### src/design/cpu_types_pkg.sv
package cpu_types_pkg;

    localparam int DATA_WIDTH        = 32;                      // Data word width
    localparam int INST_ADDR_WIDTH   = 32;                      // Program counter width
    localparam int REG_ADDR_WIDTH    = 5;                       // Register number width
    localparam int MEM_WORDS         = 256;                     // Data RAM depth in words
    localparam int MEM_INDEX_WIDTH   = $clog2(MEM_WORDS);       // Word index bits
    localparam int BYTE_OFFSET_WIDTH = 2;                       // Byte offset inside a word
    localparam int BYTES_PER_WORD    = DATA_WIDTH / 8;          // Byte lanes per word

    typedef logic [DATA_WIDTH-1:0]        data_t;               // Data word
    typedef logic [INST_ADDR_WIDTH-1:0]   inst_addr_t;          // Program counter
    typedef logic [REG_ADDR_WIDTH-1:0]    reg_addr_t;           // Register number
    typedef logic [MEM_INDEX_WIDTH-1:0]   mem_index_t;          // RAM word index
    typedef logic [BYTE_OFFSET_WIDTH-1:0] byte_offset_t;        // Byte lane of an address
    typedef logic [BYTES_PER_WORD-1:0]    byte_enable_t;        // One bit per byte lane
    typedef logic [1:0]                   data_access_t;        // Memory access size
    typedef logic [1:0]                   wb_sel_t;             // Writeback value source

    // Access size encodings, value 3 is unused
    localparam data_access_t ACCESS_BYTE = 2'd0;                // 8 bit access
    localparam data_access_t ACCESS_HALF = 2'd1;                // 16 bit access
    localparam data_access_t ACCESS_WORD = 2'd2;                // 32 bit access

    // Writeback source encodings, value 3 is unused
    localparam wb_sel_t WB_SEL_RESULT  = 2'd0;                  // ALU result
    localparam wb_sel_t WB_SEL_MEMORY  = 2'd1;                  // Loaded data
    localparam wb_sel_t WB_SEL_PC_NEXT = 2'd2;                  // Return address, pc + 4

    localparam inst_addr_t PC_STEP = 4;                         // Size of one instruction

endpackage

### src/design/pipeline_pkg.sv
package pipeline_pkg;

    import cpu_types_pkg::*;

    // Contents of the EX/MEM register
    typedef struct packed {
        logic         is_valid;                                 // Item holds a real instruction
        inst_addr_t   pc;                                       // Instruction address
        data_t        result;                                   // ALU result, also memory address
        data_t        data_b;                                   // Store data
        logic         mem_wr_enable;                            // Store request
        logic         mem_rd_enable;                            // Load request
        data_access_t mem_access;                               // Access size
        logic         mem_unsigned;                             // Zero extend on load
        reg_addr_t    reg_wr_addr;                              // Destination register
        logic         reg_wr_enable;                            // Register write request
        wb_sel_t      reg_wr_data_sel;                          // Writeback source
    } ex_mem_t;

    // Contents of the MEM/WB register, the loaded word travels beside it
    typedef struct packed {
        logic         is_valid;                                 // Item holds a real instruction
        inst_addr_t   pc;                                       // For pc + 4 writeback
        data_t        result;                                   // ALU result
        data_access_t mem_access;                               // Load size for extension
        logic         mem_unsigned;                             // Zero extend on load
        byte_offset_t byte_offset;                              // Lane of the loaded value
        reg_addr_t    reg_wr_addr;                              // Destination register
        logic         reg_wr_enable;                            // Register write request
        wb_sel_t      reg_wr_data_sel;                          // Writeback source
    } mem_wb_t;

    // Register file write request
    typedef struct packed {
        logic         valid;                                    // Valid item in writeback
        logic         reg_wr_enable;                            // Write gated with valid
        reg_addr_t    reg_wr_addr;                              // Destination register
        data_t        reg_wr_data;                              // Value to write
    } wb_t;

endpackage

### src/design/writeback_select.sv
`timescale 1ns/1ns

module writeback_select
    import cpu_types_pkg::*, pipeline_pkg::*;
(
    input  mem_wb_t i_mem,                                      // MEM/WB contents
    input  data_t   i_rd_word,                                  // Registered RAM word
    output wb_t     o_wb                                        // Register file write
);

    data_t shifted;                                             // Loaded value in low lanes
    data_t load_value;                                          // Extended load
    data_t wr_data;                                             // Selected writeback value
    logic  fill_half;                                           // Sign fill for half loads
    logic  fill_byte;                                           // Sign fill for byte loads

    assign shifted   = i_rd_word >> {i_mem.byte_offset, 3'b000};
    assign fill_byte = !i_mem.mem_unsigned && shifted[7];       // Zero when unsigned
    assign fill_half = !i_mem.mem_unsigned && shifted[15];

    always_comb
    begin
        case (i_mem.mem_access)
            ACCESS_BYTE: load_value = {{24{fill_byte}}, shifted[7:0]};
            ACCESS_HALF: load_value = {{16{fill_half}}, shifted[15:0]};
            default:     load_value = shifted;                  // Word needs no extension
        endcase
    end

    always_comb
    begin
        case (i_mem.reg_wr_data_sel)
            WB_SEL_MEMORY:  wr_data = load_value;
            WB_SEL_PC_NEXT: wr_data = data_t'(i_mem.pc + PC_STEP);  // Link address
            default:        wr_data = i_mem.result;
        endcase
    end

    always_comb
    begin
        o_wb.valid         = i_mem.is_valid;
        o_wb.reg_wr_enable = i_mem.is_valid && i_mem.reg_wr_enable;  // Bubbles never write
        o_wb.reg_wr_addr   = i_mem.reg_wr_addr;
        o_wb.reg_wr_data   = wr_data;
    end

    // No clock here, so the source check runs on every change of the input
    always_comb
    begin
        if (i_mem.is_valid)
        begin
            assert (i_mem.reg_wr_data_sel inside {WB_SEL_RESULT, WB_SEL_MEMORY, WB_SEL_PC_NEXT})
            else
                $error("unused writeback source %0d at pc %h",
                       i_mem.reg_wr_data_sel, i_mem.pc);
        end
    end

endmodule

### config.mk
export PLATFORM = sky130hd
export DESIGN_NAME = writeback_select
export DESIGN_NICKNAME = d
export VERILOG_FILES = /design/src/design/cpu_types_pkg.sv /design/src/design/pipeline_pkg.sv /design/src/design/writeback_select.sv
export SDC_FILE = /design/constraint.sdc
export NUM_CORES = 1
export LEC_CHECK = 0
export ABC_AREA = 1
export BUFFER_PORTS_ARGS = -buffer_cell sky130_fd_sc_hd__clkbuf_2
export CORE_ASPECT_RATIO = 2
export CORE_UTILIZATION = 41
export DETAILED_ROUTE_END_ITERATION = 7
export PLACE_DENSITY = 0.82
export SYNTH_ARGS = -nofsm -noshare
export SYNTH_HDL_FRONTEND = slang
export SYNTH_SLANG_ARGS = --single-unit
export TNS_END_PERCENT = 1
### constraint.sdc
create_clock -name vclk -period 1.15
set_input_delay 0.0575 -clock vclk [all_inputs]
set_output_delay 0.0575 -clock vclk [all_outputs]
set_load 0.02 [all_outputs]
==> run metrics <==
status=finished, violations left; failing checks=negative setup slack; first-pass GRT wire length=19.7 mm; drt first pass iters=7; post-synthesis sequential area ratio=0; CP startpoint=i_mem[52]; Die ar.=roughly 0.006 mm2; initial antenna violation count=0; HP Class=input pin to primary output; n_diodes=0; Fin. Hold Viols=0; startpoint class of the critical path=input pin; Critical Path AT=~1.4 ns; Cell Area, Placed=0.00376 mm2; top-area cell type share of the netlist area=0.362; synth top area cells=nand2_1, nand3_1, nor2_1; drt total wl=13.3 mm; # DRC=0; setup TNS=-3.93 ns; minimum clock period=1.45 ns; register area=0 um2; PnR worst setup slack=-0.301 ns; fillers=~350; Die X=approximately 55 um; Core Area=~0.0055 mm2; I/O pin count=between 100 and 150; worst endpoint required time=between 1 and 1.5 ns; Crit. End Element=primary output; sequential cells=0; Post-CTS Hold Buffers=0; Crit path max-delay family=buffers and inverters; Setup crit end=o_wb[13]; vias per cell=approximately 6; Setup Crit Path Kind=input pin to primary output; detailed-route via count=approximately 4600; Max Transition Viols Final=0; Least-Margin Pin Slew=just over 0.4 ns; IO Port Bufs=approximately 140; HPWL after DPL=9.52 mm; Nets=between 800 and 900; Post-Layout Inst Area=0.00464 mm2; Die Y-Extent=approximately 110 um; Final ANT Viol Nets=0; Tot Pwr=2.07 mW; fmax=approximately 700 MHz; Initial Util=0.427; Power Dens Cells=446 mW/mm2; placed insts=just under 800; Yosys top cell by area=nand2_1; final core utilization=0.848; Post-Syn Area=about 0.0023 mm2; Crit path largest cell delay=about 0.26 ns; Clock Buffer Count=0; CP Buf/Inv Count=4; fraction of final layout cells sized beyond drive strength 1=0.504; Avg Inst Size Synth=4.48 um2; total gr overflow=0; GR Util All Layers=0.407; maximum VDD drop=about 0.47 mV; Syn-to-layout area delta=98.6%; vias in the first global route=4445; maximum fanout along the worst path=4; Slew headroom=0.723; Row Count=38; RD Place Congestion=approximately 0.95; Final Cycle Share=1.26; Starting DRT DRC Count=319; pin count of the biggest net entering global routing=23; CP cell instances=clkbuf_16, nand2_8, buf_6, nor2_4, nand2_2, nor2_4, buf_6, o21ai_0, a21oi_2, clkbuf_8; wire per inst=roughly 17 um; slowest stage cell, crit path=a21oi_2; Final setup viols=30; synth warn=0; Synth Instances=~520; area of the multi-input gates=roughly 0.0027 mm2; RSZ-0062 raised after global routing=true; Max-Cap Viols=0; Synth Net Count=around 630; Critical Path Stages=10; leakage=2.40 nW; non-filler cells in the finished layout=778; Unique masters post-synth=25
[per-layer routing]
| metal | vias up | GRT usage | part of all wire |
|---|---|---|---|
| li1 | 2086 | - | - |
| met1 | 2046 | 0.361 | 0.30 |
| met2 | 313 | 0.807 | 0.53 |
| met3 | 119 | 0.0427 | 0.061 |
| met4 | 0 | 0.321 | 0.10 |
| met5 | - | 0 | 0 |
[Yosys cell counts, drive strengths merged (4+ instances only)]
| cell | n |
|---|---|
| a21oi | 17 |
| a31oi | 6 |
| buf | 19 |
| clkbuf | 11 |
| inv | 38 |
| nand2 | 226 |
| nand3 | 86 |
| nand4 | 4 |
| nor2 | 63 |
| o21ai | 29 |
| o31ai | 4 |
| or2 | 7 |
[cell type report]
type                       instances  share of cell area
timing repair buffer             226               0.377
tap                               60              0.0162
multi-input combinational        454               0.574
inverter                          38              0.0329
[stage by stage]
stage                     worst slack [ns]  hold WS [ns]
after floorplan                    -0.0255         0.228
after global placement              -0.275         0.115
after detailed placement            -0.312         0.115
after CTS                           -0.173         0.115
after global routing                -0.335         0.115
final                               -0.301         0.115
[where the power goes]
group | switching (mW) | internal [mW]
clock | 0 | 0
combinational | 1.14 | 0.926
sequential | 0 | 0
[cells in the final DEF (no fill, tap or decap), types with 3 or more instances in the layout]
cell / count
nand4_1: 4
o21ai_2: 7
a31oi_2: 3
o31ai_1: 4
o21ai_1: 7
a21oi_2: 10
clkbuf_4: 10
clkbuf_8: 16
inv_2: 9
inv_1: 27
buf_12: 8
o21bai_1: 3
nand2_1: 188
a21oi_1: 7
clkbuf_2: 96
or2_2: 7
nand2_2: 23
nand3_1: 66
nor2_1: 30
nor2_2: 9
nand3_2: 16
nor2_4: 24
nand3_4: 5
o21ai_0: 15
nand2_4: 14
buf_6: 11
buf_4: 80
ha_4: 3
[worst min-delay path by stage]
stage,from,to,slack (ns),cells past startpoint
CTS,i_mem[3],o_wb[32],0.12,0
finish,i_mem[3],o_wb[32],0.12,0
floorplan,i_mem[3],o_wb[32],0.23,1
global route,i_mem[7],o_wb[36],0.12,0
detailed placement,i_mem[3],o_wb[32],0.12,0
global placement,i_mem[3],o_wb[32],0.12,0
[logic make-up after synthesis]
kind of cell | synth area share
buffers and inverters | 0.128
AO/OA/AOI/OAI | 0.153
AND/OR/NAND/NOR | 0.703
adder cells (fa/ha/maj) | 0.0161
[repair_timing]
| action | in CTS | in global routing |
|---|---|---|
| pin swaps | 29 | 33 |
| cloned | 1 | 0 |
| buffers inserted | 2 | 1 |
| resized for setup | 152 | 102 |
| setup endpoints to repair | 32 | 32 |
Note: power is estimated with default switching activity, not from simulation.
