**config.mk**
```make
export PLATFORM = sky130hd
export DESIGN_NAME = mem_wb_register
export DESIGN_NICKNAME = d
export VERILOG_FILES = /design/src/design/cpu_types_pkg.sv /design/src/design/pipeline_pkg.sv /design/src/design/mem_wb_register.sv
export SDC_FILE = /design/constraint.sdc
export NUM_CORES = 1
export LEC_CHECK = 0
export ABC_AREA = 0
export BUFFER_PORTS_ARGS = -buffer_cell sky130_fd_sc_hd__buf_2
export CAP_MARGIN = 25
export CORE_UTILIZATION = 38
export DETAILED_ROUTE_END_ITERATION = 12
export PLACE_DENSITY = 0.85
export RECOVER_POWER = 50
export SYNTH_ARGS = -nofsm -noshare
export SYNTH_HDL_FRONTEND = slang
export SYNTH_SLANG_ARGS = --single-unit
```
**constraint.sdc**
```tcl
create_clock -name i_clock -period 0.9 [get_ports i_clock]
set_clock_uncertainty 0.05 [all_clocks]
set_input_delay 0.18 -clock i_clock [delete_from_list [all_inputs] [get_ports i_clock]]
set_output_delay 0.18 -clock i_clock [all_outputs]
set_load 0.01 [all_outputs]
```
**src/design/cpu_types_pkg.sv**
```systemverilog
package cpu_types_pkg;

    localparam int DATA_WIDTH        = 32;                      // Data word width
    localparam int INST_ADDR_WIDTH   = 32;                      // Program counter width
    localparam int REG_ADDR_WIDTH    = 5;                       // Register number width
    localparam int MEM_WORDS         = 256;                     // Data RAM depth in words
    localparam int MEM_INDEX_WIDTH   = $clog2(MEM_WORDS);       // Word index bits
    localparam int BYTE_OFFSET_WIDTH = 2;                       // Byte offset inside a word
    localparam int BYTES_PER_WORD    = DATA_WIDTH / 8;          // Byte lanes per word

    typedef logic [DATA_WIDTH-1:0]        data_t;               // Data word
    typedef logic [INST_ADDR_WIDTH-1:0]   inst_addr_t;          // Program counter
    typedef logic [REG_ADDR_WIDTH-1:0]    reg_addr_t;           // Register number
    typedef logic [MEM_INDEX_WIDTH-1:0]   mem_index_t;          // RAM word index
    typedef logic [BYTE_OFFSET_WIDTH-1:0] byte_offset_t;        // Byte lane of an address
    typedef logic [BYTES_PER_WORD-1:0]    byte_enable_t;        // One bit per byte lane
    typedef logic [1:0]                   data_access_t;        // Memory access size
    typedef logic [1:0]                   wb_sel_t;             // Writeback value source

    // Access size encodings, value 3 is unused
    localparam data_access_t ACCESS_BYTE = 2'd0;                // 8 bit access
    localparam data_access_t ACCESS_HALF = 2'd1;                // 16 bit access
    localparam data_access_t ACCESS_WORD = 2'd2;                // 32 bit access

    // Writeback source encodings, value 3 is unused
    localparam wb_sel_t WB_SEL_RESULT  = 2'd0;                  // ALU result
    localparam wb_sel_t WB_SEL_MEMORY  = 2'd1;                  // Loaded data
    localparam wb_sel_t WB_SEL_PC_NEXT = 2'd2;                  // Return address, pc + 4

    localparam inst_addr_t PC_STEP = 4;                         // Size of one instruction

endpackage

```
**src/design/pipeline_pkg.sv**
```systemverilog
package pipeline_pkg;

    import cpu_types_pkg::*;

    // Contents of the EX/MEM register
    typedef struct packed {
        logic         is_valid;                                 // Item holds a real instruction
        inst_addr_t   pc;                                       // Instruction address
        data_t        result;                                   // ALU result, also memory address
        data_t        data_b;                                   // Store data
        logic         mem_wr_enable;                            // Store request
        logic         mem_rd_enable;                            // Load request
        data_access_t mem_access;                               // Access size
        logic         mem_unsigned;                             // Zero extend on load
        reg_addr_t    reg_wr_addr;                              // Destination register
        logic         reg_wr_enable;                            // Register write request
        wb_sel_t      reg_wr_data_sel;                          // Writeback source
    } ex_mem_t;

    // Contents of the MEM/WB register, the loaded word travels beside it
    typedef struct packed {
        logic         is_valid;                                 // Item holds a real instruction
        inst_addr_t   pc;                                       // For pc + 4 writeback
        data_t        result;                                   // ALU result
        data_access_t mem_access;                               // Load size for extension
        logic         mem_unsigned;                             // Zero extend on load
        byte_offset_t byte_offset;                              // Lane of the loaded value
        reg_addr_t    reg_wr_addr;                              // Destination register
        logic         reg_wr_enable;                            // Register write request
        wb_sel_t      reg_wr_data_sel;                          // Writeback source
    } mem_wb_t;

    // Register file write request
    typedef struct packed {
        logic         valid;                                    // Valid item in writeback
        logic         reg_wr_enable;                            // Write gated with valid
        reg_addr_t    reg_wr_addr;                              // Destination register
        data_t        reg_wr_data;                              // Value to write
    } wb_t;

endpackage

```
**src/design/mem_wb_register.sv**
```systemverilog
`timescale 1ns/1ns

module mem_wb_register
    import cpu_types_pkg::*, pipeline_pkg::*;
(
    input  logic    i_clock,                                    // Clock
    input  logic    i_arst_n,                                   // Async reset, active low
    input  logic    i_stall,                                    // Hold contents
    input  ex_mem_t i_ex,                                       // From EX/MEM
    output mem_wb_t o_mem                                       // To writeback select
);

    logic    valid_q;                                           // Reset flop
    mem_wb_t data_q;                                            // Payload, is_valid field unused

    always_ff @(posedge i_clock or negedge i_arst_n)
    begin
        if (!i_arst_n)
            valid_q <= 1'b0;
        else if (!i_stall)
            valid_q <= i_ex.is_valid;                           // Bubbles pass through
    end

    // Same edge as the RAM read so the fields line up with rd_word
    always_ff @(posedge i_clock)
    begin
        if (!i_stall)
        begin
            data_q.pc              <= i_ex.pc;
            data_q.result          <= i_ex.result;
            data_q.mem_access      <= i_ex.mem_access;
            data_q.mem_unsigned    <= i_ex.mem_unsigned;
            data_q.byte_offset     <= i_ex.result[BYTE_OFFSET_WIDTH-1:0];  // Lane for the load
            data_q.reg_wr_addr     <= i_ex.reg_wr_addr;
            data_q.reg_wr_enable   <= i_ex.reg_wr_enable;
            data_q.reg_wr_data_sel <= i_ex.reg_wr_data_sel;
        end
    end

    always_comb
    begin
        o_mem.is_valid        = valid_q;
        o_mem.pc              = data_q.pc;
        o_mem.result          = data_q.result;
        o_mem.mem_access      = data_q.mem_access;
        o_mem.mem_unsigned    = data_q.mem_unsigned;
        o_mem.byte_offset     = data_q.byte_offset;
        o_mem.reg_wr_addr     = data_q.reg_wr_addr;
        o_mem.reg_wr_enable   = data_q.reg_wr_enable;
        o_mem.reg_wr_data_sel = data_q.reg_wr_data_sel;
    end

endmodule

```
==> results by stage <==
Place:
- The final weighted congestion in routability-driven placement is 0.6861.
- After detailed placement, the design holds a cell count of 313.
- In this run the tool buffered the top-level ports with 156 buffer cells.

Worst setup path:
- The family with the most delay on the worst path is flip-flops.
- The beginning of the critical path is o_mem[21]$_DFFE_PN_.
- The critical path startpoint category is a flop.
- Walking the worst path, the cells encountered are buf_6.
- The capturing element type of the critical path is a primary output.
- The category of the most critical setup path is reg2out.
- The largest incremental delay on the critical path is 420 ps.
- The cell with the biggest individual delay on the critical path is sky130_fd_sc_hd__edfxtp_1.
- In this run the critical register-to-register path is launched from valid_q$_DFFE_PN0N_.
- Counting both buffers and inverters, the worst setup path holds a total of 1.
- The arrival time reported for the critical path endpoint is 900 ps.
- Of all nets on the critical path, the largest fanout is 1.
- STA puts the critical path data required time at 670 ps.

Status:
- The flow ran to the end, but the final reports show violations.
- The final reports fail on negative setup slack.

Timing:
- Subtracting the final worst setup slack from the clock period gives 1131 ps.
- The share of the clock period used by the worst path is 125.6%.
- The count of final max-slew check failures is 0.
- Timing would allow up to 884.5 MHz.
- The count of endpoints failing setup in the final report is 79.
- The hold violation count in the final report is 0.
- The tightest hold path in the finished design has a slack of 43.08 ps.
- Setup slack on the critical path of the routed design comes to -230.5 ps.
- The final sum of negative setup slack is -14000 ps.
- The normalized max-slew margin is 78.04%.
- Setup repair after global routing could not meet its margin everywhere.
- For the pin with the worst max-slew slack, the measured transition is 329.4 ps.

Floorplanning:
- The total core area is 5886 sq um.
- The floorplan has 28 rows.
- The initial standard-cell utilization of the core is 39.39%.
- The height of the chip is 80.11 um.
- The full die area is 6418 sq um.
- The horizontal extent of the die is 80.11 um.
- The total I/O pin count is 191.

Detailed routing:
- After detailed routing, the number of remaining DRC violations is 0.
- The number of DRC markers in iteration 0 is 82.
- The count of nets left with antenna violations once routing finished came out at 0.
- Wires add up to 6.295 mm.
- The total iterations of the first detailed-routing run is 4.
- The total number of vias is 1737.
- Dividing the detail-routed wire length by the instance count gives 15.50 um.
- The via density per instance is 4.278.

Finish:
- Relative to the synthesized area, the layout overhead comes to 79.92%.
- The number of fill cells in the layout is 411.
- 0 antenna diodes ended up in the layout.
- The number of standard cells in the final layout excluding fillers is 406.
- The number of nets in the final layout is 439.
- At the end of the flow the core is filled with cells to 70.88%.
- The layout cell share with drive strength beyond 1 is 52.57%.

Clock tree:
- The clock tree from TritonCTS is done.
- The maximum count of clock buffers along a single path is 2.
- The library cell used as clock root buffer is sky130_fd_sc_hd__clkbuf_8.
- The TritonCTS buffer count is 9.
- In this run the number of H-tree levels came out at 3.
- After clock tree synthesis, the clock-pin slew on the worst setup and hold paths is 80 ps.
- The clock reaches the later pin of the worst-skew pair after 330 ps.
- Clock tree synthesis found a total of 76 sinks.

Synth:
- The synthesized design spends more area on one cell type than any other, namely sky130_fd_sc_hd__edfxtp_1.
- After synthesis, the netlist uses 5 different library cells.
- The number of synthesized register bits is 76.
- In the post-synthesis netlist, the biggest area contributors are sky130_fd_sc_hd__edfxtp_1 97%, sky130_fd_sc_hd__dfrtp_1 1.1%, sky130_fd_sc_hd__buf_4 0.97%, sky130_fd_sc_hd__mux2_4 0.65%, sky130_fd_sc_hd__inv_1 0.16%.
- The cell area that synthesis handed to floorplanning was 2318 sq um.
- The synthesized netlist cell count is 81.
- The Yosys step of the flow raised 0 warnings.
- Dividing the synthesized area by the synthesized cell count gives 28.62 sq um.
- The share of the yosys chip area belonging to registers is 98.22%.
- The synthesized netlist net count is 194.
- Of the post-synthesis cell area, the dominant cell type holds 97.14%.

Power and ir drop:
- Per report_power, the clock group accounts for 31.9% of the total.
- The internal portion of the total power is 6.011 mW.
- Summed over all nets, the switching power comes to 1.695 mW.
- The power share of the combinational group is 12.6%.
- The sequential group share of total power is 55.5%.
- The cell leakage power is 1.801 nW.
- The switching share of power is 22.00%.
- Across the VDD grid, the largest voltage drop is 1.447 mV.
- The design draws 7.707 mW.
- Dividing total power by cell area gives a power density of 1847 nW/um^2.

Global route:
- Summed over all layers, the global routing overflow is 0.
- The initial antenna violation count is 0.
- The combined global-route utilization of all metal layers is 20.93%.
- The number of global-route vias before repair came to 1934.
- The largest net degree at the start of global routing is 38.
- The first global-routing pass estimated 9.280 mm of wire.

Run:
- The tool flagged a number of max-cap violations equal to 0.

Min path:
- The worst hold path begins at i_ex[109].
- The min-delay analysis places its worst path in the category in2reg.
power by group through the flow:
| stage | logic, mW | clock network, mW | registers (mW) |
|---|---|---|---|
| 2_1_floorplan | 0.0767 | 0 | 4.51 |
| 3_3_place_gp | 0.679 | 0 | 4.33 |
| 3_5_place_dp | 0.699 | 0 | 4.34 |
| 4_1_cts | 0.963 | 2.50 | 4.27 |
| 5_1_grt | 1.04 | 2.71 | 4.30 |
| 6_report | 0.972 | 2.46 | 4.27 |
final cells by class:
| class | count | area [sq um] | share of cell area (%) |
|---|---|---|---|
| flip-flops and latches | 76 | 2277 | 54.59 |
| repair buffers | 237 | 1597 | 38.27 |
| clock buffers | 11 | 131.4 | 3.149 |
| well taps | 75 | 93.84 | 2.250 |
| clock inverters | 5 | 52.55 | 1.260 |
| multi-input cells | 1 | 15.01 | 0.3599 |
| inverters | 1 | 5.005 | 0.1200 |
per-layer routing:
metal | track usage (%) | share of wire (%)
met5 | 0 | 0
met1 | 21.11 | 35
met3 | 10.34 | 8.6
met2 | 36.75 | 55
met4 | 8.214 | 1.7
sequential cells by signal, summed over array words and instances (netlist names):
register  count
o_mem        75
valid_q       1
cells in the mapped netlist, drive strengths merged:
library cell	instances
inv	1
edfxtp	75
dfrtp	1
buf	3
mux2	1
logic make-up after synthesis:
kind of cell / after synthesis / share of synthesized area, %
buf+inv: 4 / 1.133
mux: 1 / 0.6474
flops: 76 / 98.22
worst paths after layout:
| path | to | slack [ps] | cells past startpoint |
|---|---|---|---|
| max | o_mem[21] | -230 | 1 |
| max in group asynchronous | valid_q$_DFFE_PN0N_ | 550 | 2 |
| min reg2reg | valid_q$_DFFE_PN0N_ | 600 | 2 |
| max reg2reg | valid_q$_DFFE_PN0N_ | -40 | 2 |
| min | valid_q$_DFFE_PN0N_ | 40 | 2 |
| min in group asynchronous | valid_q$_DFFE_PN0N_ | 120 | 2 |
through the flow:
stage	setup slack, ps	cell area (sq um)
final	-230.5	4172
after floorplan	-767.9	2322
after detailed placement	-131.8	3229
after CTS	-238.3	4182
after global routing	-288.1	4172
after global placement	-106.7	3229
layout by cell type (no fill, tap or decap):
cell type / instances
sky130_fd_sc_hd__buf_2: 152
sky130_fd_sc_hd__buf_4: 1
sky130_fd_sc_hd__buf_6: 5
sky130_fd_sc_hd__bufinv_16: 1
sky130_fd_sc_hd__clkbuf_1: 5
sky130_fd_sc_hd__clkbuf_8: 9
sky130_fd_sc_hd__clkinv_2: 3
sky130_fd_sc_hd__clkinvlp_2: 1
sky130_fd_sc_hd__clkinvlp_4: 1
sky130_fd_sc_hd__dfrtp_1: 1
sky130_fd_sc_hd__dlygate4sd3_1: 76
sky130_fd_sc_hd__edfxtp_1: 75
sky130_fd_sc_hd__mux2_4: 1
what timing repair did:
item | in CTS | in global routing
resized for setup | 0 | 3
hold buffers | 76 | 0
pin swaps | 0 | 0
endpoints found under the hold margin | 76 | 0
gates cloned | 0 | 0
setup buffers | 1 | 1
setup endpoints to repair | 78 | 79
(Power assumes the default switching activity.)
